--- src/rtl/bip_isa_pkg.sv ---
`default_nettype none

package bip_isa_pkg;

  localparam int OPCODE_W  = 5;    // Upper field of the instruction
  localparam int OPERAND_W = 11;   // Address or signed immediate

  // Opcode encoding 0 to 7
  typedef enum logic [OPCODE_W-1:0] {
    OP_HLT  = 5'd0,   // Stop and hold state
    OP_STO  = 5'd1,   // mem[op] = acc
    OP_LD   = 5'd2,   // acc = mem[op]
    OP_LDI  = 5'd3,   // acc = sext(op)
    OP_ADD  = 5'd4,   // acc += mem[op]
    OP_ADDI = 5'd5,   // acc += sext(op)
    OP_SUB  = 5'd6,   // acc -= mem[op]
    OP_SUBI = 5'd7    // acc -= sext(op)
  } opcode_e;

  typedef struct packed {
    opcode_e                opcode;    // Bits 15..11
    logic [OPERAND_W-1:0]   operand;   // Bits 10..0
  } bip_instr_t;

  typedef enum logic [1:0] {
    SEL_A_MEM,   // Memory word
    SEL_A_IMM,   // Extended immediate
    SEL_A_ALU    // Adder output
  } sel_a_e;

  typedef enum logic {
    SEL_B_MEM,   // Memory word
    SEL_B_IMM    // Extended immediate
  } sel_b_e;

  typedef enum logic {
    ALU_ADD,
    ALU_SUB
  } alu_op_e;

  // Control word, 7 bits
  typedef struct packed {
    logic    wr_acc;   // Load accumulator
    sel_a_e  sel_a;    // Accumulator source
    sel_b_e  sel_b;    // ALU operand B source
    alu_op_e alu_op;   // Add or subtract
    logic    wr_ram;   // Data memory write strobe
    logic    rd_ram;   // Data memory read strobe
  } bip_ctrl_t;

endpackage

`default_nettype wire

--- src/rtl/bip_mem_pkg.sv ---
`default_nettype none

package bip_mem_pkg;

  // Memory geometry
  localparam int DATA_WIDTH  = 16;                   // Accumulator and memory word
  localparam int DMEM_DEPTH  = 1024;                 // Data words
  localparam int PMEM_DEPTH  = 2048;                 // Instruction words
  localparam int DMEM_ADDR_W = $clog2(DMEM_DEPTH);   // 10 bits
  localparam int PMEM_ADDR_W = $clog2(PMEM_DEPTH);   // 11 bits

  typedef logic [DATA_WIDTH-1:0]  word_t;            // Data word
  typedef logic [DMEM_ADDR_W-1:0] dmem_addr_t;       // Data memory address
  typedef logic [PMEM_ADDR_W-1:0] pmem_addr_t;       // Program counter width

endpackage

`default_nettype wire

--- src/rtl/bip_control.sv ---
`default_nettype none

module bip_control (
  input  logic                              i_clk,       // Core clock
  input  logic                              i_rst,       // Sync reset
  input  bip_isa_pkg::bip_instr_t           i_instr,     // Fetched word
  output bip_mem_pkg::pmem_addr_t           o_pc,        // Fetch address
  output bip_isa_pkg::bip_ctrl_t            o_ctrl,      // Decoded control word
  output logic [bip_isa_pkg::OPERAND_W-1:0] o_operand,   // Address or immediate
  output logic                              o_halt       // Sticky stop flag
);
  import bip_isa_pkg::*;
  import bip_mem_pkg::*;

  typedef enum logic {
    RUN,
    HALTED
  } state_e;

  state_e     state_q;   // Run or halted
  pmem_addr_t pc_q;      // Program counter
  opcode_e    opcode;    // Current opcode
  logic       is_hlt;    // HLT in fetch register
  bip_ctrl_t  ctrl;      // Decoder output

  assign opcode    = i_instr.opcode;
  assign o_operand = i_instr.operand;
  assign is_hlt    = (opcode == OP_HLT);

  // PC and run state
  always_ff @(posedge i_clk) begin
    if (i_rst) begin
      state_q <= RUN;
      pc_q    <= '0;
    end else if (state_q == RUN) begin
      if (is_hlt) begin
        state_q <= HALTED;      // PC stays on the HLT
      end else begin
        pc_q <= pc_q + 1'b1;    // One instruction per clock
      end
    end
  end

  // Instruction decoder
  always_comb begin
    ctrl.wr_acc = 1'b0;
    ctrl.sel_a  = SEL_A_ALU;
    ctrl.sel_b  = SEL_B_MEM;
    ctrl.alu_op = ALU_ADD;
    ctrl.wr_ram = 1'b0;
    ctrl.rd_ram = 1'b0;
    case (opcode)
      OP_STO: begin
        ctrl.wr_ram = 1'b1;                // Acc to memory
      end
      OP_LD: begin
        ctrl.rd_ram = 1'b1;
        ctrl.wr_acc = 1'b1;
        ctrl.sel_a  = SEL_A_MEM;           // Memory word straight in
      end
      OP_LDI: begin
        ctrl.wr_acc = 1'b1;
        ctrl.sel_a  = SEL_A_IMM;
      end
      OP_ADD, OP_SUB: begin
        ctrl.rd_ram = 1'b1;
        ctrl.wr_acc = 1'b1;
        ctrl.sel_b  = SEL_B_MEM;
        ctrl.alu_op = (opcode == OP_SUB) ? ALU_SUB : ALU_ADD;
      end
      OP_ADDI, OP_SUBI: begin
        ctrl.wr_acc = 1'b1;
        ctrl.sel_b  = SEL_B_IMM;
        ctrl.alu_op = (opcode == OP_SUBI) ? ALU_SUB : ALU_ADD;
      end
      default: begin
      end                                  // HLT and unused codes do nothing
    endcase
    if (state_q == HALTED) begin
      ctrl.wr_acc = 1'b0;                  // Freeze everything
      ctrl.wr_ram = 1'b0;
      ctrl.rd_ram = 1'b0;
    end
  end

  assign o_ctrl = ctrl;
  assign o_pc   = pc_q;
  assign o_halt = (state_q == HALTED);

  // Halt is sticky until reset
  assert property (@(posedge i_clk) (o_halt && !i_rst) |=> o_halt)
    else $error("o_halt dropped without reset");

endmodule

`default_nettype wire

--- config.mk ---
export PLATFORM = sky130hd
export DESIGN_NAME = bip_control
export DESIGN_NICKNAME = d
export VERILOG_FILES = /design/src/rtl/bip_isa_pkg.sv /design/src/rtl/bip_mem_pkg.sv /design/src/rtl/bip_control.sv
export SDC_FILE = /design/constraint.sdc
export NUM_CORES = 1
export LEC_CHECK = 0
export BUFFER_PORTS_ARGS = -buffer_cell sky130_fd_sc_hd__buf_4
export CELL_PAD_IN_SITES_DETAIL_PLACEMENT = 1
export CELL_PAD_IN_SITES_GLOBAL_PLACEMENT = 1
export CORE_MARGIN = 2
export CORE_UTILIZATION = 30
export CTS_CLUSTER_DIAMETER = 40
export DETAILED_ROUTE_END_ITERATION = 7
export HOLD_SLACK_MARGIN = 0.12
export MAX_ROUTING_LAYER = met4
export PLACE_DENSITY_LB_ADDON = 0.1
export SLEW_MARGIN = 20
export SYNTH_ARGS = -nofsm -noshare
export SYNTH_HDL_FRONTEND = slang
export SYNTH_SLANG_ARGS = --single-unit
--- constraint.sdc ---
create_clock -name i_clk -period 3.2 [get_ports i_clk]
set_input_delay 0.8 -clock i_clk [delete_from_list [all_inputs] [get_ports i_clk]]
set_output_delay 0.8 -clock i_clk [all_outputs]
set_load 0.01 [all_outputs]
# After elaboration in Yosys (flattened, before gate mapping)
# Cells that the tools add are included.
op_classes:
  addsub: 1
  eq_ne: 7
  n_mux: 11
  bitwise: 2
  n_reduce_logical: 6
op_table:
  columns: ["op", "count"]
  rows:
  - ["5-bit by 3-bit equality test with 1-bit output, second input constant", 4]
  - ["11-bit by 1-bit adder with 11-bit output, second input constant", 1]
  - ["5-bit by 2-bit equality test with 1-bit output, second input constant", 2]
  - ["1-bit two-way mux", 8]
  - ["2-bit one-hot mux with 2 select lines", 2]
  - ["6-bit OR reduction", 1]
  - ["5-bit by 1-bit equality test with 1-bit output, second input constant", 1]
  - ["5-bit logical NOT", 1]
  - ["2-bit OR reduction", 2]
  - ["3-bit OR reduction", 1]
  - ["2-bit two-way mux", 1]
  - ["1-bit inverter", 2]
  - ["2-bit AND reduction", 1]
totals:
  ff_bits: 12
  in_bits: 18
  out_inout_bits: 30
  elab_cells: 29

# Longest topological paths before layout
# Gate-level depths: netlist (run 1).
depth:
  depth_word: 4
  depth_mapped: 5
  mapped_depth_nobuf: 5

# Worst setup path before layout (run 1)
# Ideal clock, no wire load.
synth_path:
  path_kind: "input to output"
  start: "in i_instr[14] in the netlist's numbering"
  end: "out o_ctrl[1] in the netlist's numbering"
  arrival_time_ns: 1.508
  path_slack_ns: 0.892
  cell_stages: 4
  cell_sequence: "nor3_4 buf_6 nand2_1 nor3_1"
synth_rtl:
  columns: ["element", "line", "rtl"]
  rows:
  - ["start, declared", "bip_control.sv:6", "input bip_isa_pkg::bip_instr_t i_instr,"]
  - ["end, declared", "bip_control.sv:8", "output bip_isa_pkg::bip_ctrl_t o_ctrl,"]

==> reports/qor.csv, run 1 <==
stage;metric;value;unit
run_status;status;finished clean;
global_routing;gr ovfl total;0;
layout;Layout area overhead;22.3;%
setup_path;CP required;2.40;ns
sta;Final Cycle Share;74.2;%
sta;max_slew headroom;75.8;%
drt;WL final;1600;µm
drt;total iterations of the first detailed-routing run;4;
setup_path;CP most frequent cell;buf_4;
synth;FF+latch count, synth;12;
drt;via count;588;
layout;Fillers;277;
sta;final worst path period need;2.37;ns
synth;Synth cell types;26;
global_routing;first-pass GRT wire length;2490;µm
power_and_ir_drop;Sw Pwr;0.0813;mW
sta;PnR worst setup slack;0.827;ns
clock_tree;clk root buf;clkbuf_4;
drt;Final ANT Viol Nets;0;
synth;Synth warnings;0;
floorplan;DIE AREA;2860;µm²
sta;f_max;421;MHz
floorplan;die width;53.5;µm
setup_path;CP max stage delay;0.26;ns
power_and_ir_drop;leakage;0.376;nW
drt;DRT iter0 DRCs;1;
clock_tree;Resized cells post-CTS;0;
sta;Final Setup Violations;0;
setup_path;Critical-path top delay cell;nor3_4;
synth;sequential element share of the synthesized area;32.7;%
sta;RSZ-0062 raised after global routing;no;
setup_path;Setup crit start kind;primary input;
floorplan;Initial Util;32.3;%
clock_tree;Num CTS Buffers;3;
floorplan;# IOs;48;
global_routing;vias in the first global route;528;
floorplan;core area;2280;µm²
global_routing;Overall Global Routing Usage;12.4;%
sta;Slew Limit Fails;0;
clock_tree;H-Tree Depth;1;
global_routing;initial antenna violation count;0;
power_and_ir_drop;Sw Ratio;24.8;%
setup_path;Crit Path Max Fanout;6;
synth;Post-Syn Area;736;µm²
clock_tree;Clock Pin Slew Worst Setup and Hold Paths;0.08;ns
min_path;Worst Hold Class;reg -> reg;
synth;Synth Instances;84;
sta;endpoints failing hold;0;
placed_design;Port Buffer Count;25;
floorplan;Rows;17;
setup_path;worst-path cell chain;buf_4, nor3_4, nand2_1, nor3_1, buf_4;
setup_path;endpoint class of the critical path;output port;
setup_path;Setup CP Type;in -> out;
sta;setup TNS;0;ns
job;max_cap viols;0;
layout;most frequent cells in the layout;buf_4 (26), nor2_1 (15), dfxtp_1 (12), xnor2_1 (8), a211oi_1 (5);
setup_path;CP Data Arrival Time;1.57;ns
layout;most common cell after layout, fill and taps aside;buf_4;
power_and_ir_drop;Seq pwr share;48.8;%
placed_design;Placer Congestion;0.634;
clock_tree;CTS tree;yes;
global_routing;largest net degree at the start of global routing;15;
power_and_ir_drop;Peak VDD IR;0.176;mV
layout;fin util;39.5;%
layout;Nets;121;
clock_tree;Num Clock Sinks;12;
clock_tree;# Post-CTS Setup Buffers;0;
power_and_ir_drop;PwrDens;364;nW/µm²
layout;antenna fix cells;0;
clock_tree;clk_lat worst skew;0.27;ns
floorplan;die height;53.5;µm
clock_tree;maximum clock path buffer count;2;
power_and_ir_drop;Clock power frac;36.8;%
drt;vias per cell;4.56;
layout;ratio of cells with drive above 1 in the final layout;35.6;%
placed_design;Post-DP HPWL;1260;µm
clock_tree;CTS Hold Bufs;0;
drt;routed length per instance;12.4;µm
power_and_ir_drop;Comb pwr share;14.4;%
power_and_ir_drop;Internal;0.246;mW
layout;post-route cell area;900;µm²
sta;clock skew;0.00353;ns
synth;Syn Nets;103;
placed_design;Area after DPL;863;µm²
sta;measured slew at the worst slew-check pin;0.363;ns
synth;post-synthesis area per instance;8.76;µm²
placed_design;post-place setup slack;0.821;ns
power_and_ir_drop;total power draw;0.327;mW
drt;Post-route DRC;0;
-- path summary, 6_finish.rpt --
| check | slack, ns | cells after the start | startpoint | end |
|---|---|---|---|---|
| worst max-delay path | 0.83 | 5 | i_instr[14] | o_ctrl[1] |
| worst max register to register | 1.68 | 5 | o_pc[0]$_SDFFE_PP0P_ | o_pc[10]$_SDFFE_PP0P_ |
| worst min-delay path | 0.56 | 2 | o_pc[8]$_SDFFE_PP0P_ | o_pc[8]$_SDFFE_PP0P_ |
| worst min register to register | 0.56 | 2 | o_pc[8]$_SDFFE_PP0P_ | o_pc[8]$_SDFFE_PP0P_ |
-- cells in the mapped netlist, drive strengths merged --
cell | instances | share of area [%]
mux2 | 1 | 1.5
mux2i | 1 | 1.4
dfxtp | 12 | 33
nand4 | 1 | 1.7
ha | 1 | 1.7
nand2 | 4 | 2.0
nor2b | 1 | 0.85
a211oi | 5 | 5.1
a2111oi | 1 | 3.7
nand4b | 1 | 1.2
buf | 12 | 13
a31o | 1 | 1.2
inv | 3 | 1.5
and3 | 3 | 2.6
nor2 | 16 | 9.2
nand2b | 1 | 0.85
a21oi | 4 | 2.7
nor3 | 3 | 3.6
xnor2 | 8 | 9.5
o21ai | 1 | 0.68
nand3b | 1 | 1.0
nand3 | 2 | 1.4
dlygate4sd1 | 1 | 1.2
-- stage by stage --
stage,std cells,hold slack (ns)
after global routing,129,0.600
after global placement,125,0.535
after floorplan,84,0.558
final,129,0.563
after detailed placement,125,0.538
after CTS,129,0.569
-- per-layer routing --
| layer | up-vias | GRT usage (%) | share of wire (%) |
|---|---|---|---|
| met2 | 15 | 17.9 | 43 |
| met1 | 261 | 16.2 | 52 |
| met4 | 0 | 2.56 | 0.81 |
| met3 | 4 | 5.08 | 4.6 |
| li1 | 308 | - | - |
| met5 | - | - | 0 |
-- final cells by class --
type / instances / area (µm²) / area share, %
Inverter: 3 / 11.3 / 1.25
Timing Repair Buffer: 26 / 195 / 21.7
Clock buffer: 4 / 36.3 / 4.03
Tap cell: 28 / 35.0 / 3.89
Sequential cell: 12 / 240 / 26.7
Multi-Input combinational cell: 56 / 382 / 42.4
-- power groups by stage --
stage	Sequential, mW	Clock, mW	Combinational [mW]
after global placement	0.163	0	0.0473
after global routing	0.161	0.135	0.0516
after floorplan	0.164	0	0.0360
after CTS	0.160	0.128	0.0481
after detailed placement	0.163	0	0.0479
final	0.160	0.121	0.0471
-- logic make-up (layout without fill, tap and decap cells) --
kind of cell | count (synthesis) | in the layout | synth area share, %
AOI/OAI and AO/OA | 12 | 12 | 13.4
muxes | 2 | 2 | 2.89
buffers and inverters | 16 | 33 | 15.5
adders and majority gates | 1 | 1 | 1.70
and+or+nand+nor | 33 | 33 | 24.3
DFF | 12 | 12 | 32.7
xor gates and xnor gates | 8 | 8 | 9.52
-- worst max-delay path: cells and delay by family --
kind          cells  cell delay, ns
buf+inv           2            0.27
simple gates      3            0.49
-- registers in the layout, indices dropped and copies added, names as in the netlist --
name,count
o_halt,1
o_pc,11
No activity file was read; power rests on OpenSTA's default activity.
==> run 2, diff against run 1 <==
- CORE_UTILIZATION: 30 -> 28
- clock period: 3.2 -> 2.4 ns (I/O delays scaled with it)
==> run 2 against run 1 <==
  * Clock power barely moved
  * Non-clock buffer count did not move
  * Sequential share of layout area grew 0.34 points
  * Critical endpoint unchanged
==> reports/qor.csv, run 2 (synthesized netlist as in run 1, its figures left out) <==
stage;metric;value;unit
clock_tree;H-Tree Depth;1;
sta;f_max;505;MHz
sta;hold_ws;0.559;ns
sta;measured slew at the worst slew-check pin;0.355;ns
drt;via count;592;
sta;Slew Limit Fails;0;
clock_tree;CTS tree;yes;
min_path;Worst Hold Class;reg -> reg;
setup_path;Setup CP Type;in -> out;
sta;endpoints failing hold;0;
placed_design;Port Buffer Count;25;
clock_tree;Num CTS Buffers;3;
global_routing;initial antenna violation count;0;
sta;Final Cycle Share;82.5;%
layout;most common cell after layout, fill and taps aside;buf_4;
drt;routed length per instance;13.1;µm
global_routing;Overall Global Routing Usage;12.0;%
drt;vias per cell;4.55;
clock_tree;CTS Hold Bufs;0;
placed_design;Post-DP HPWL;1340;µm
sta;PnR worst setup slack;0.420;ns
power_and_ir_drop;leakage;0.369;nW
layout;ratio of cells with drive above 1 in the final layout;35.0;%
global_routing;gr ovfl total;0;
drt;total iterations of the first detailed-routing run;3;
clock_tree;maximum clock path buffer count;2;
floorplan;core area;2480;µm²
clock_tree;Clock Pin Slew Worst Setup and Hold Paths;0.07;ns
setup_path;CP required;1.80;ns
drt;WL final;1700;µm
job;max_cap viols;0;
sta;max_slew headroom;76.4;%
floorplan;die width;55.3;µm
sta;RSZ-0062 raised after global routing;no;
drt;Final ANT Viol Nets;0;
power_and_ir_drop;Peak VDD IR;0.265;mV
placed_design;post-place setup slack;0.430;ns
drt;DRT iter0 DRCs;10;
clock_tree;Num Clock Sinks;12;
global_routing;vias in the first global route;571;
setup_path;Crit Path Max Fanout;6;
sta;clock skew;0.00170;ns
power_and_ir_drop;PwrDens;448;nW/µm²
layout;antenna fix cells;0;
floorplan;die height;55.3;µm
floorplan;# IOs;48;
sta;setup TNS;0;ns
global_routing;largest net degree at the start of global routing;15;
setup_path;Setup crit start kind;primary input;
layout;Nets;121;
layout;Layout area overhead;20.7;%
clock_tree;# Post-CTS Setup Buffers;0;
setup_path;FF-to-FF path depth;5;
run_status;status;finished clean;
floorplan;DIE AREA;3050;µm²
drt;Post-route DRC;0;
global_routing;first-pass GRT wire length;2780;µm
layout;most frequent cells in the layout;buf_4 (26), nor2_1 (15), dfxtp_1 (12), xnor2_1 (8), a211oi_1 (5);
min_path;hold path cells;2;
sta;final worst path period need;1.98;ns
setup_path;CP Data Arrival Time;1.38;ns
sta;Final Setup Violations;0;
floorplan;Rows;18;
layout;max reg flops;11;
floorplan;Initial Util;29.7;%
placed_design;Placer Congestion;0.635;
setup_path;endpoint class of the critical path;output port;
clock_tree;Resized cells post-CTS;0;
clock_tree;clk root buf;clkbuf_4;
clock_tree;clk_lat worst skew;0.27;ns
run 2: cell count changes in the layout (fill, tap and decap cells not counted):
cell,change
clkbuf_8,-1
run 2: layer usage:
| layer | routed length, µm | track usage (%) | vias to the layer above |
|---|---|---|---|
| met5 | 0 | - | - |
| met4 | 14 | 2.09 | 0 |
| met3 | 119 | 6.32 | 2 |
| met2 | 787 | 17.7 | 16 |
| met1 | 777 | 14.7 | 267 |
| li1 | - | - | 307 |
run 2: layout make-up:
| class | instances | area, µm² |
|---|---|---|
| repair buffers | 26 | 195 |
| well taps | 30 | 37.5 |
| fillers | 317 | 1590 |
| multi-input cells | 56 | 382 |
| clock buffers | 3 | 22.5 |
| flip-flops and latches | 12 | 240 |
| inverters | 3 | 11.3 |
run 2: final timing paths:
check	endpoint	slack [ns]	startpoint
setup / recovery	o_ctrl[1]	0.42	i_instr[14]
hold / removal	o_pc[8]$_SDFFE_PP0P_	0.56	o_pc[8]$_SDFFE_PP0P_
setup reg to reg	o_pc[10]$_SDFFE_PP0P_	0.94	o_pc[0]$_SDFFE_PP0P_
hold reg to reg	o_pc[8]$_SDFFE_PP0P_	0.56	o_pc[8]$_SDFFE_PP0P_
run 2: through the flow:
step	util (%)	instances	power, mW	area, µm²
floorplan	-	84	0.267	736
global placement	34.9	127	0.280	866
detailed placement	34.9	127	0.281	866
CTS	35.9	130	0.405	888
global route	35.9	130	0.426	888
finish	35.9	130	0.398	888
run 2: where the power goes:
| part | internal (mW) | switching, mW |
|---|---|---|
| Combinational | 0.0306 | 0.0325 |
| Sequential | 0.205 | 0.00752 |
| Clock | 0.0580 | 0.0639 |
run 2: worst max-delay path, cell delays in order:
cell	delay [ns]
buf_4	0.12
nor3_4	0.26
nand2_1	0.08
nor3_1	0.16
buf_4	0.16
