**config.mk**
```make
export PLATFORM = sky130hd
export DESIGN_NAME = bip_datapath
export DESIGN_NICKNAME = d
export VERILOG_FILES = /design/src/rtl/bip_isa_pkg.sv /design/src/rtl/bip_mem_pkg.sv /design/src/rtl/bip_datapath.sv
export SDC_FILE = /design/constraint.sdc
export NUM_CORES = 1
export LEC_CHECK = 0
export BUFFER_PORTS_ARGS = -buffer_cell sky130_fd_sc_hd__buf_2
export CAP_MARGIN = 20
export CORE_MARGIN = 1.5
export CORE_UTILIZATION = 51
export CTS_CLUSTER_SIZE = 28
export DETAILED_ROUTE_END_ITERATION = 12
export GPL_TIMING_DRIVEN = 0
export PLACE_DENSITY = 0.73
export SLEW_MARGIN = 20
export SYNTH_ARGS = -nofsm -noshare
export SYNTH_HDL_FRONTEND = slang
export SYNTH_SLANG_ARGS = --single-unit
```
**constraint.sdc**
```tcl
create_clock -name i_clk -period 7.3 [get_ports i_clk]
set_input_delay 1.46 -clock i_clk [delete_from_list [all_inputs] [get_ports i_clk]]
set_output_delay 1.46 -clock i_clk [all_outputs]
set_load 0.005 [all_outputs]
```
**src/rtl/bip_isa_pkg.sv**
```systemverilog
`default_nettype none

package bip_isa_pkg;

  localparam int OPCODE_W  = 5;    // Upper field of the instruction
  localparam int OPERAND_W = 11;   // Address or signed immediate

  // Opcode encoding 0 to 7
  typedef enum logic [OPCODE_W-1:0] {
    OP_HLT  = 5'd0,   // Stop and hold state
    OP_STO  = 5'd1,   // mem[op] = acc
    OP_LD   = 5'd2,   // acc = mem[op]
    OP_LDI  = 5'd3,   // acc = sext(op)
    OP_ADD  = 5'd4,   // acc += mem[op]
    OP_ADDI = 5'd5,   // acc += sext(op)
    OP_SUB  = 5'd6,   // acc -= mem[op]
    OP_SUBI = 5'd7    // acc -= sext(op)
  } opcode_e;

  typedef struct packed {
    opcode_e                opcode;    // Bits 15..11
    logic [OPERAND_W-1:0]   operand;   // Bits 10..0
  } bip_instr_t;

  typedef enum logic [1:0] {
    SEL_A_MEM,   // Memory word
    SEL_A_IMM,   // Extended immediate
    SEL_A_ALU    // Adder output
  } sel_a_e;

  typedef enum logic {
    SEL_B_MEM,   // Memory word
    SEL_B_IMM    // Extended immediate
  } sel_b_e;

  typedef enum logic {
    ALU_ADD,
    ALU_SUB
  } alu_op_e;

  // Control word, 7 bits
  typedef struct packed {
    logic    wr_acc;   // Load accumulator
    sel_a_e  sel_a;    // Accumulator source
    sel_b_e  sel_b;    // ALU operand B source
    alu_op_e alu_op;   // Add or subtract
    logic    wr_ram;   // Data memory write strobe
    logic    rd_ram;   // Data memory read strobe
  } bip_ctrl_t;

endpackage

`default_nettype wire

```
**src/rtl/bip_mem_pkg.sv**
```systemverilog
`default_nettype none

package bip_mem_pkg;

  // Memory geometry
  localparam int DATA_WIDTH  = 16;                   // Accumulator and memory word
  localparam int DMEM_DEPTH  = 1024;                 // Data words
  localparam int PMEM_DEPTH  = 2048;                 // Instruction words
  localparam int DMEM_ADDR_W = $clog2(DMEM_DEPTH);   // 10 bits
  localparam int PMEM_ADDR_W = $clog2(PMEM_DEPTH);   // 11 bits

  typedef logic [DATA_WIDTH-1:0]  word_t;            // Data word
  typedef logic [DMEM_ADDR_W-1:0] dmem_addr_t;       // Data memory address
  typedef logic [PMEM_ADDR_W-1:0] pmem_addr_t;       // Program counter width

endpackage

`default_nettype wire

```
**src/rtl/bip_datapath.sv**
```systemverilog
`default_nettype none

module bip_datapath (
  input  logic                              i_clk,        // Core clock
  input  logic                              i_rst,        // Sync reset
  input  bip_isa_pkg::bip_ctrl_t            i_ctrl,       // From decoder
  input  logic [bip_isa_pkg::OPERAND_W-1:0] i_operand,    // Raw operand field
  input  bip_mem_pkg::word_t                i_mem_data,   // Data memory read word
  output bip_mem_pkg::word_t                o_acc         // Accumulator
);
  import bip_isa_pkg::*;
  import bip_mem_pkg::*;

  bip_ctrl_t            ex_ctrl_q;      // Control of the instruction in execute
  logic [OPERAND_W-1:0] ex_operand_q;   // Its operand
  logic                 rst_q;          // Reset sampled on the last rising edge
  word_t                imm_ext;        // Sign extended immediate
  word_t                alu_b;          // Second ALU operand
  word_t                alu_res;        // Add or subtract result
  word_t                acc_d;          // Next accumulator value
  word_t                acc_q;          // Accumulator register

  always_ff @(posedge i_clk) begin
    rst_q <= i_rst;
  end

  // Capture decode on the same falling edge as the memory access
  // before the fetch register moves to the next instruction
  always_ff @(negedge i_clk) begin
    if (i_rst || rst_q) begin
      ex_ctrl_q <= '0;            // Word fetched under reset runs one edge later
    end else begin
      ex_ctrl_q <= i_ctrl;
    end
  end

  always_ff @(negedge i_clk) begin
    ex_operand_q <= i_operand;
  end

  assign imm_ext = {{(DATA_WIDTH-OPERAND_W){ex_operand_q[OPERAND_W-1]}}, ex_operand_q};

  assign alu_b = (ex_ctrl_q.sel_b == SEL_B_IMM) ? imm_ext : i_mem_data;

  // Wraps modulo 2^16
  assign alu_res = (ex_ctrl_q.alu_op == ALU_SUB) ? (acc_q - alu_b) : (acc_q + alu_b);

  always_comb begin
    case (ex_ctrl_q.sel_a)
      SEL_A_MEM: acc_d = i_mem_data;   // LD
      SEL_A_IMM: acc_d = imm_ext;      // LDI
      default:   acc_d = alu_res;      // Arithmetic
    endcase
  end

  always_ff @(posedge i_clk) begin
    if (i_rst) begin
      acc_q <= '0;
    end else if (ex_ctrl_q.wr_acc) begin
      acc_q <= acc_d;
    end
  end

  assign o_acc = acc_q;

endmodule

`default_nettype wire

```
**Word-level counts from Yosys, hierarchy flattened**

Cells that the tools add are included.

- Multiplexer cells: 3
- Equal/unequal tests: 1
- $add $sub $neg: 2
- Reduce and logical (&&, ||, !) cells: 2

Operators by type and width:

| operator | count |
|---|---|
| 2-to-1 mux 16 bit | 2 |
| case mux 16 bit (2 select lines) | 1 |
| adder 16 bit | 1 |
| subtractor 16 bit | 1 |
| equality test 2 x 1 -> 1 bit (second input constant) | 1 |
| zero test 2 bit | 1 |
| logical OR 1 bit | 1 |

- Flip-flop bits (word level): 33
- Output and inout bits: 16

**Logic depth before layout (Yosys ltp)**

Gate-level depths: netlist of run 1.

- Depth in word-level cells: 4
- Gate-level depth with buffers: 18
- Mapped depth without buffers: 14

==> results of run 1 <==
-- cell usage in the layout, fill, tap and decap left out, types with 7 or more instances in the layout --
master and n:
dfxtp_1 32, mux2i_1 19, ha_1 14, nand2_1 18, clkbuf_1 7, xor2_1 10, a21oi_1 23, xnor2_1 16
a21o_1 10, buf_2 49, nor2_1 29, inv_1 27, o21ai_0 18, nor3_1 7
-- flip-flops by register name, indices dropped and copies added (netlist names) --
name,cells
rst_q,1
ex_ctrl_q,5
ex_operand_q,11
o_acc,16
-- worst min-delay path by stage --
| stage | cells after the start | slack (ns) | to | start |
|---|---|---|---|---|
| after global placement | 2 | 0.48 | o_acc[3] | o_acc[3] |
| after detailed placement | 2 | 0.48 | o_acc[6] | o_acc[6] |
| after CTS | 2 | 0.50 | o_acc[6] | o_acc[6] |
| after global routing | 2 | 0.52 | o_acc[6] | o_acc[6] |
| after floorplan | 2 | 0.47 | o_acc[11] | o_acc[11] |
| final | 2 | 0.50 | o_acc[10] | o_acc[10] |
-- layer usage --
| layer | track usage | share of wire | up-vias |
|---|---|---|---|
| met3 | 0.0414 | 0.044 | 7 |
| met2 | 0.439 | 0.48 | 76 |
| met5 | 0 | 0 | - |
| met1 | 0.332 | 0.46 | 1109 |
| met4 | 0.0860 | 0.011 | 0 |
| li1 | - | - | 1207 |
-- timing repair --
action	CTS	global route
gates cloned	0	0
endpoints found under the setup margin	7	4
pin swaps	0	1
hold buffers	0	0
resized for setup	13	10
-- tightest hold or removal path: stages, from the launching register on --
cell       delay, ns
dfxtp_1         0.33
nor2_1          0.08
a2111oi_0       0.05
-- power breakdown --
part,switching [mW],internal (mW)
clock,0.0987,0.0992
combinational,0.0849,0.0690
sequential,0.00815,0.189
total,0.192,0.358
-- final cells by class --
class	instances	share of cell area
Timing Repair Buffer	49	0.0798
Buffer	12	0.0236
Sequential cell	33	0.216
Inverter	12	0.0147
Tap cell	67	0.0273
Clock buffer	6	0.0305
Clock inverter	18	0.0240
Multi-Input combinational cell	238	0.584
-- logic make-up after synthesis --
logic type,after synthesis,synth area share
AOI/OAI and AO/OA,87,0.240
xor gates and xnor gates,28,0.101
adders and majority gates,17,0.0882
buffers and inverters,28,0.0451
DFF,33,0.265
muxes,23,0.0937
and+or+nand+nor,83,0.167
==> results.md, run 1 <==
* Worst Max-Slew Pin Slew at around 0.7 ns
* Final hold vios at 0
* Routed WL per cell at between 10 and 15 µm
* Area growth syn-to-layout at 23.1%
* Layout cell share with drive strength beyond 1 at 0.231
* Die area at 5320 µm²
* Delay-heaviest family, CP: compound AO/OA/AOI/OAI gates
* RSZ-0062 raised after global routing: false
* Slowest cell on the critical path: dfxtp_4
* CTS tree: yes
* Post-route DRC at 0
* Floorplan core area at 4720 µm²
* Num CTS Buffers at 5
* Total global-route track usage at 0.258
* Iteration-0 DRC Markers at slightly below 200
* Slew headroom at 0.525
* Clock sinks at 33
* Fraction of registers with async set/reset at 0
* Worst Path Required at ~7.5 ns
* Clock transition at path regs at roughly 0.070 ns
* Pre-CTS setup slack at -0.526 ns
* #FFs+latches synth at 33
* Setup_tns at 0 ns
* PD cells at 179 nW/µm²
* FF-to-FF Start: ex_ctrl_q[3]
* End of the worst register-to-register path: o_acc[15]
* Die width at 73.0 µm
* Ys Warns at 0
* Worst Setup Start Kind: flip-flop
* Area occupied by multi-input gates at 1790 µm²
* Register area share after synthesis at 0.265
* Die Y at between 70 and 80 µm
* Via-to-Cell Ratio at between 5 and 6
* Placed Cells at roughly 420
* Yosys cell types at 54
* Mean Syn Cell Area at roughly 8.3 µm²
* Worst path max stage delay at roughly 0.38 ns
* Critical Path Sink: o_acc[15]
* Synth top cells by count: dfxtp_1, nor2_1, a21oi_1, mux2i_1, o21ai_0
* Total Routed Length at 6330 µm
* Max-cap violation count at 0
* EDFF count, synth at 0
* Final Non-Filler Cells at around 440
* R2R Setup Slk at around 0.17 ns
* Critical Setup Path Class: flip-flop to flip-flop
* Largest net degree at the start of global routing at 20
* GPL Wtd Cong at roughly 0.84
* Drt pass-1 iters at 4
* Count leader, synth: dfxtp_1
* DR vias at around 2400
* Rows at 25
* Crit path max fanout at 19
* Initial antenna violation count at 0
* Synth Net Count at ~350
* Clock skew at a little over 0.06 ns
* Synth top area share at 0.265
* Finished Cell Area at roughly 3000 µm²
* Path depth of the worst reg2reg path at 15
* Clock Latency Late Sink at around 0.35 ns
* Final WS setup at between 0.15 and 0.2 ns
* Arr. time, crit path at between 7 and 8 ns
* I/O pins at between 50 and 60
* Hold Crit Class: flip-flop to flip-flop
* Nets at 420
* Synth Flop Type: dfxtp_1
* Worst VDD drop at around 0.11 mV
* Post-placement cell area at 2830 µm²
* Finished Core Util at 0.650
* Post-Syn Area at ~2500 µm²
* H-Tree Depth at 2
* Leak Pwr at ~1.4 nW
* CP startpoint: ex_ctrl_q[3]
* Power Total at ~0.55 mW
* Endpoint type of the worst setup path: flip-flop
* Antenna viol nets, final at 0
* First-pass GRT wire length at between 10000 and 15000 µm
* Levels on crit path at 15
* Cells after Synth at 299
* CP Buf/Inv Count at 2
* Congestion Overflow GR at 0
* Register area at 664 µm²
* Smallest hold slack at roughly 0.5 ns
* Status: completed
* Ant. Diodes at 0
* Crit-path cells: buf_12, buf_8, mux2i_4, ha_4, nand2_1, nor2_2, a21oi_1, xor2_1, ha_1, a21o_1, a31o_2, a21oi_2, o21ai_0, xnor2_1, a2111oi_2
* Dpl hpwl at between 4000 and 5000 µm
* CTS root buffer: clkbuf_8
* Initial Utilization at 0.528
* Postcts setup bufs at 0
* Layout fillers at approximately 420
* Vias in the first global route at 2282
* Area leader, netlist: dfxtp_1
* Largest cells by area after synthesis: dfxtp_1, ha_1, mux2i_1
* Final Slew Violations at 0
* Final setup fails at 0
* Port buffer count at 49
* CTS Buffer Depth at 2
(Power assumes the default switching activity.)
==> run 2, diff against run 1 <==
--- a/config.mk
+++ b/config.mk
@@ -8,11 +8,11 @@
 export BUFFER_PORTS_ARGS = -buffer_cell sky130_fd_sc_hd__buf_2
 export CAP_MARGIN = 20
 export CORE_MARGIN = 1.5
-export CORE_UTILIZATION = 51
+export CORE_UTILIZATION = 50
 export CTS_CLUSTER_SIZE = 28
 export DETAILED_ROUTE_END_ITERATION = 12
 export GPL_TIMING_DRIVEN = 0
-export PLACE_DENSITY = 0.73
+export PLACE_DENSITY = 0.75
 export SLEW_MARGIN = 20
 export SYNTH_ARGS = -nofsm -noshare
 export SYNTH_HDL_FRONTEND = slang
==> constraint.sdc (replaced) <==
create_clock -name i_clk -period 6.45 [get_ports i_clk]
set_input_delay 1.29 -clock i_clk [delete_from_list [all_inputs] [get_ports i_clk]]
set_output_delay 1.29 -clock i_clk [all_outputs]
set_load 0.005 [all_outputs]
==> run 2 against run 1 <==
Compared with the run above:
- the flow now finishes with violations (negative setup slack)
- sequential cell count unchanged
- critical path depth increased by 1
- core utilization grew 6.8 points
- wire length grew 11%
- clock skew down 0.00076 ns
==> results.md, run 2 (synthesized netlist as in run 1, its figures left out) <==
* Endpoint type of the worst setup path: flip-flop
* Internal power at 0.429 mW
* Slew headroom at 0.537
* Placed Cells at ~420
* Critical Setup Path Class: flip-flop to flip-flop
* Final Slew Violations at 0
* Routed WL per cell at around 15 µm
* Iteration-0 DRC Markers at 270
* Max-cap violation count at 0
* Clock skew at slightly below 0.06 ns
* Most common library cell in the layout ignoring fill and taps: buf_2
* H-Tree Depth at 2
* Final hold vios at 0
* Via-to-Cell Ratio at about 5.6
* Worst Path Required at between 6 and 7 ns
* PD cells at between 150 and 200 nW/µm²
* Logic pwr share at 0.326
* Antenna viol nets, final at 0
* Vias in the first global route at approximately 2400
* Area growth syn-to-layout at 36.7%
* R2R Setup Slk at -0.12 ns
* First-pass GRT wire length at 11400 µm
* Die width at between 70 and 80 µm
* Die area at 5430 µm²
* Final WS setup at -0.124 ns
* Finished Cell Area at ~3400 µm²
* Status: finished, violations left
* Arr. time, crit path at between 6 and 7 ns
* Die Y at about 74 µm
* Clock sinks at 33
* Max reg flops at 16
* Worst VDD drop at approximately 0.15 mV
* RSZ-0062 raised after global routing: true
* Violated checks: negative setup slack
* Switching share of power at 0.349
* Hold Crit Class: flip-flop to flip-flop
* Most frequent cells in the layout: buf_2, dfxtp_1, nor2_1, inv_1, buf_4
* Layout cell share with drive strength beyond 1 at 0.339
* Nets at between 400 and 500
* Final Non-Filler Cells at roughly 460
* DR vias at roughly 2500
* Port buffer count at 49
* Post-route DRC at 0
* Final setup fails at 5
* Clock Latency Late Sink at about 0.34 ns
* Total Routed Length at 7020 µm
* Floorplan core area at approximately 4800 µm²
* Worst Max-Slew Pin Slew at ~0.7 ns
* CTS tree: yes
* Congestion Overflow GR at 0
* Sequential share of power at 0.340
* Psw at roughly 0.23 mW
* Initial Utilization at 0.525
* Leak Pwr at between 1.5 and 2 nW
* Crit path max fanout at 4
* Post-placement cell area at approximately 2900 µm²
* I/O pins at 52
* Drt pass-1 iters at 4
* Rows at 25
* Total global-route track usage at 0.276
* Dpl hpwl at between 4000 and 5000 µm
* Largest net degree at the start of global routing at 11
* Worst Setup Start Kind: flip-flop
* CTS Buffer Depth at 2
* Ant. Diodes at 0
* CTS root buffer: clkbuf_8
* GPL Wtd Cong at slightly below 0.9
* Initial antenna violation count at 0
* Clock power frac at 0.334
* Num CTS Buffers at 5
* Clock transition at path regs at about 0.080 ns
run 2: changes by cell type in the layout (fill, tap and decap cells not counted), moves of 2 or more:
cell       previous run  this run
buf_4                 0        20
a21oi_1              23        19
o21ai_2               0         4
a21oi_2               3         6
nor2_1               29        26
o21ai_0              18        15
buf_6                 0         2
clkbuf_16             1         3
nor2_4                0         2
xor2_1               10         8
run 2: timing repair:
| item | 4_1_cts | 5_1_grt |
|---|---|---|
| resized for setup | 26 | 22 |
| endpoints found under the setup margin | 9 | 9 |
| pin swaps | 21 | 25 |
| buffers inserted | 16 | 5 |
| hold buffers | 0 | 0 |
run 2: critical path, cell delays in order, from the launching register on:
cell and delay, ns:
dfxtp_4 0.34, buf_6 0.10, clkbuf_16 0.13, clkbuf_16 0.13
mux2i_4 0.22, ha_2 0.23, buf_6 0.12, o21ai_2 0.06
o21bai_1 0.19, xnor2_1 0.10, ha_1 0.33, nand2_1 0.06
o21ai_1 0.21, a41oi_2 0.20, nor2_2 0.15, mux2_4 0.32
a2111oi_4 0.32
run 2: cell type report:
type                       count  area, µm²
inverter                      12       45.0
sequential                    33        664
fill                         387       1340
tap                           67       83.8
timing repair buffer          70        407
clock inverter                18       73.8
multi-input combinational    238       1950
clock buffer                   6       93.8
buffer                        12       96.3
run 2: power by group through the flow:
stage          sequential [mW]  clock (mW)  combinational, mW
3_3_place_gp             0.227      0.0162              0.164
2_1_floorplan            0.226      0.0162              0.126
4_1_cts                  0.223       0.222              0.193
6_report                 0.224       0.220              0.215
5_1_grt                  0.225       0.242              0.233
3_5_place_dp             0.227      0.0162              0.167
run 2: stage by stage:
step / setup WS [ns] / util / total power, mW / hold WS [ns] / setup TNS, ns
5_1_grt: -0.303 / 0.718 / 0.700 / 0.533 / -1.59
6_report: -0.124 / 0.718 / 0.659 / 0.508 / -0.497
4_1_cts: -0.115 / 0.691 / 0.638 / 0.503 / -0.407
3_5_place_dp: -0.499 / 0.604 / 0.410 / 0.491 / -2.37
3_3_place_gp: -0.435 / 0.604 / 0.407 / 0.485 / -2.10
2_1_floorplan: -0.0210 / - / 0.367 / 0.474 / -0.0210
run 2: worst paths after layout:
path / to / cells past startpoint / from
setup / recovery: o_acc[12] / 16 / ex_ctrl_q[3]
hold reg to reg: o_acc[13] / 2 / o_acc[13]
setup reg to reg: o_acc[12] / 16 / ex_ctrl_q[3]
hold / removal: o_acc[13] / 2 / o_acc[13]
run 2: per-layer routing:
| metal | global-route usage | vias up | part of all wire |
|---|---|---|---|
| li1 | - | 1247 | - |
| met1 | 0.369 | 1185 | 0.43 |
| met2 | 0.447 | 104 | 0.49 |
| met3 | 0.0494 | 8 | 0.063 |
| met4 | 0.0947 | 0 | 0.011 |
| met5 | 0 | - | 0 |
==> run 3, diff against run 2 <==
--- a/config.mk
+++ b/config.mk
@@ -5,13 +5,14 @@
 export SDC_FILE = /design/constraint.sdc
 export NUM_CORES = 1
 export LEC_CHECK = 0
+export ABC_AREA = 0
 export BUFFER_PORTS_ARGS = -buffer_cell sky130_fd_sc_hd__buf_2
 export CAP_MARGIN = 20
 export CORE_MARGIN = 1.5
 export CORE_UTILIZATION = 50
 export CTS_CLUSTER_SIZE = 28
 export DETAILED_ROUTE_END_ITERATION = 12
-export GPL_TIMING_DRIVEN = 0
+export GPL_TIMING_DRIVEN = 1
 export PLACE_DENSITY = 0.75
 export SLEW_MARGIN = 20
 export SYNTH_ARGS = -nofsm -noshare
==> run 3 against run 2 <==
Compared with the run above:
- the flow now finishes without violations
- critical path depth decreased by 2
- wire length decreased by 6.3%
- largest cell class unchanged
- global-route usage decreased by 4.1 points
- hold slack got worse by 0.0053 ns
- register-to-register slack improved by 0.17 ns
- sequential cell count unchanged
- largest power group unchanged
==> results.md, run 3 (synthesized netlist as in run 1, its figures left out) <==
* Critical Setup Path Class: flip-flop to flip-flop
* Final WS setup at 0.0449 ns
* Max-cap violation count at 0
* Hold Crit Class: flip-flop to flip-flop
* RSZ-0062 raised after global routing: true
* Grt met1 use at 0.335
* Floorplan core area at 4750 µm²
* Via-to-Cell Ratio at roughly 5.5
* Num CTS Buffers at 5
* Layout cell share with drive strength beyond 1 at 0.302
* Die area at 5430 µm²
* H-Tree Depth at 2
* Max reg flops at 16
* I/O pins at between 50 and 60
* Total global-route track usage at 0.235
* Finished Cell Area at ~3200 µm²
* HP Start: o_acc[6]
* Drt pass-1 iters at 4
* Path depth of the worst reg2reg path at 14
* Placed Cells at between 400 and 500
* Clock transition at path regs at 0.07 ns
* Worst VDD drop at 0.184 mV
* Status: completed
* Vias in the first global route at 2159
* Antenna viol nets, final at 0
* Crit path max fanout at 7
* Met2 Use GR at 0.360
* Hold Path Stages at 2
* Iteration-0 DRC Markers at around 210
* PD cells at 187 nW/µm²
* Hold path endpoint: o_acc[6]
* Ant. Diodes at 0
* Busiest grt layer: met2
* Largest net degree at the start of global routing at 21
* Finished Core Util at 0.681
* Final hold vios at 0
* R2R Setup Slk at between 0.04 and 0.05 ns
* Area growth syn-to-layout at 29.7%
* Initial antenna violation count at 0
* Initial Utilization at 0.525
* End of the worst register-to-register path: o_acc[12]
* Nets at 426
* FF-to-FF Start: ex_ctrl_q[3]
* Worst Path Required at 6.63 ns
* Most frequent cells in the layout: buf_2, dfxtp_1, nor2_1
* DR vias at between 2000 and 2500
* First-pass GRT wire length at approximately 9800 µm
* Die width at roughly 74 µm
* Arr. time, crit path at between 6 and 7 ns
* Clock skew at around 0.064 ns
* Worst Max-Slew Pin Slew at ~0.72 ns
* Post-placement cell area at between 2000 and 3000 µm²
* CTS root buffer: clkbuf_8
* Endpoint type of the worst setup path: flip-flop
* Most common library cell in the layout ignoring fill and taps: buf_2
* Final Slew Violations at 0
* CTS Buffer Depth at 2
* Met3 GRT Util at 0.0508
* Clock sinks at 33
* Final setup fails at 0
* Port buffer count at slightly below 50
* Final Non-Filler Cells at 441
* Leak Pwr at about 1.5 nW
* Post-route DRC at 0
* Setup_tns at 0 ns
* Worst Setup Start Kind: flip-flop
* Pre-CTS setup slack at about 0.028 ns
* Slew headroom at 0.517
* CTS tree: yes
* GPL Wtd Cong at between 0.8 and 0.9
* Routed WL per cell at around 15 µm
* Rows at 25
* Congestion Overflow GR at 0
* Power Total at about 0.61 mW
* Total Routed Length at approximately 6600 µm
* Clock Latency Late Sink at about 0.34 ns
* Die Y at between 70 and 80 µm
* Smallest hold slack at roughly 0.50 ns
* Dpl hpwl at ~4600 µm
## run 3: cell types whose count changed in the layout (fill, tap and decap cells not counted), moves of 3 or more
cell / previous run / this run
buf_4: 20 / 15
clkbuf_1: 6 / 1
clkbuf_16: 3 / 0
nor2_1: 26 / 29
## run 3: repair_timing
action / CTS / global route
pin swaps: 0 / 10
buffers inserted: 0 / 6
gates resized for setup: 1 / 35
setup endpoints to repair: 1 / 6
hold buffers: 0 / 0
hold endpoints to repair: 0 / 0
## run 3: metal layers
layer  vias up  wire length (µm)
li1       1225                 -
met2        87              3160
met1      1102              3020
met5         -                 0
met4         0                36
met3         4               363
## run 3: worst max-delay path by stage
stage	startpoint	endpoint	cells past startpoint
finish	ex_ctrl_q[3]	o_acc[12]	14
global route	ex_ctrl_q[3]	o_acc[12]	14
CTS	ex_ctrl_q[3]	o_acc[15]	14
detailed placement	ex_ctrl_q[3]	o_acc[13]	11
global placement	ex_ctrl_q[3]	o_acc[15]	14
floorplan	ex_ctrl_q[3]	o_acc[15]	18
## run 3: report_power, final
part,internal (mW),total [mW],switching (mW)
Sequential,0.215,0.228,0.0139
Combinational,0.0909,0.192,0.101
Clock,0.0879,0.186,0.0980
## run 3: worst max-delay path: stages (launching register included)
cell and delay [ns]:
dfxtp_4 0.39, buf_6 0.15, nor3_2 0.27, o22ai_4 0.14, nor2_1 0.14, nor2_1 0.06, xor2_1 0.16, ha_1 0.33
buf_4 0.15, nand2_1 0.09, o21ai_2 0.20, a41oi_2 0.18, nor2_1 0.14, mux2_1 0.35, a2111oi_2 0.28
## run 3: area by class of cell
class                   instances  area [µm²]
multi-input cells             238        1910
fillers                       396        1520
flip-flops and latches         33         664
repair buffers                 67         395
well taps                      67        83.8
clock buffers                   6        72.6
clock inverters                18        70.1
inverters                      12        45.0
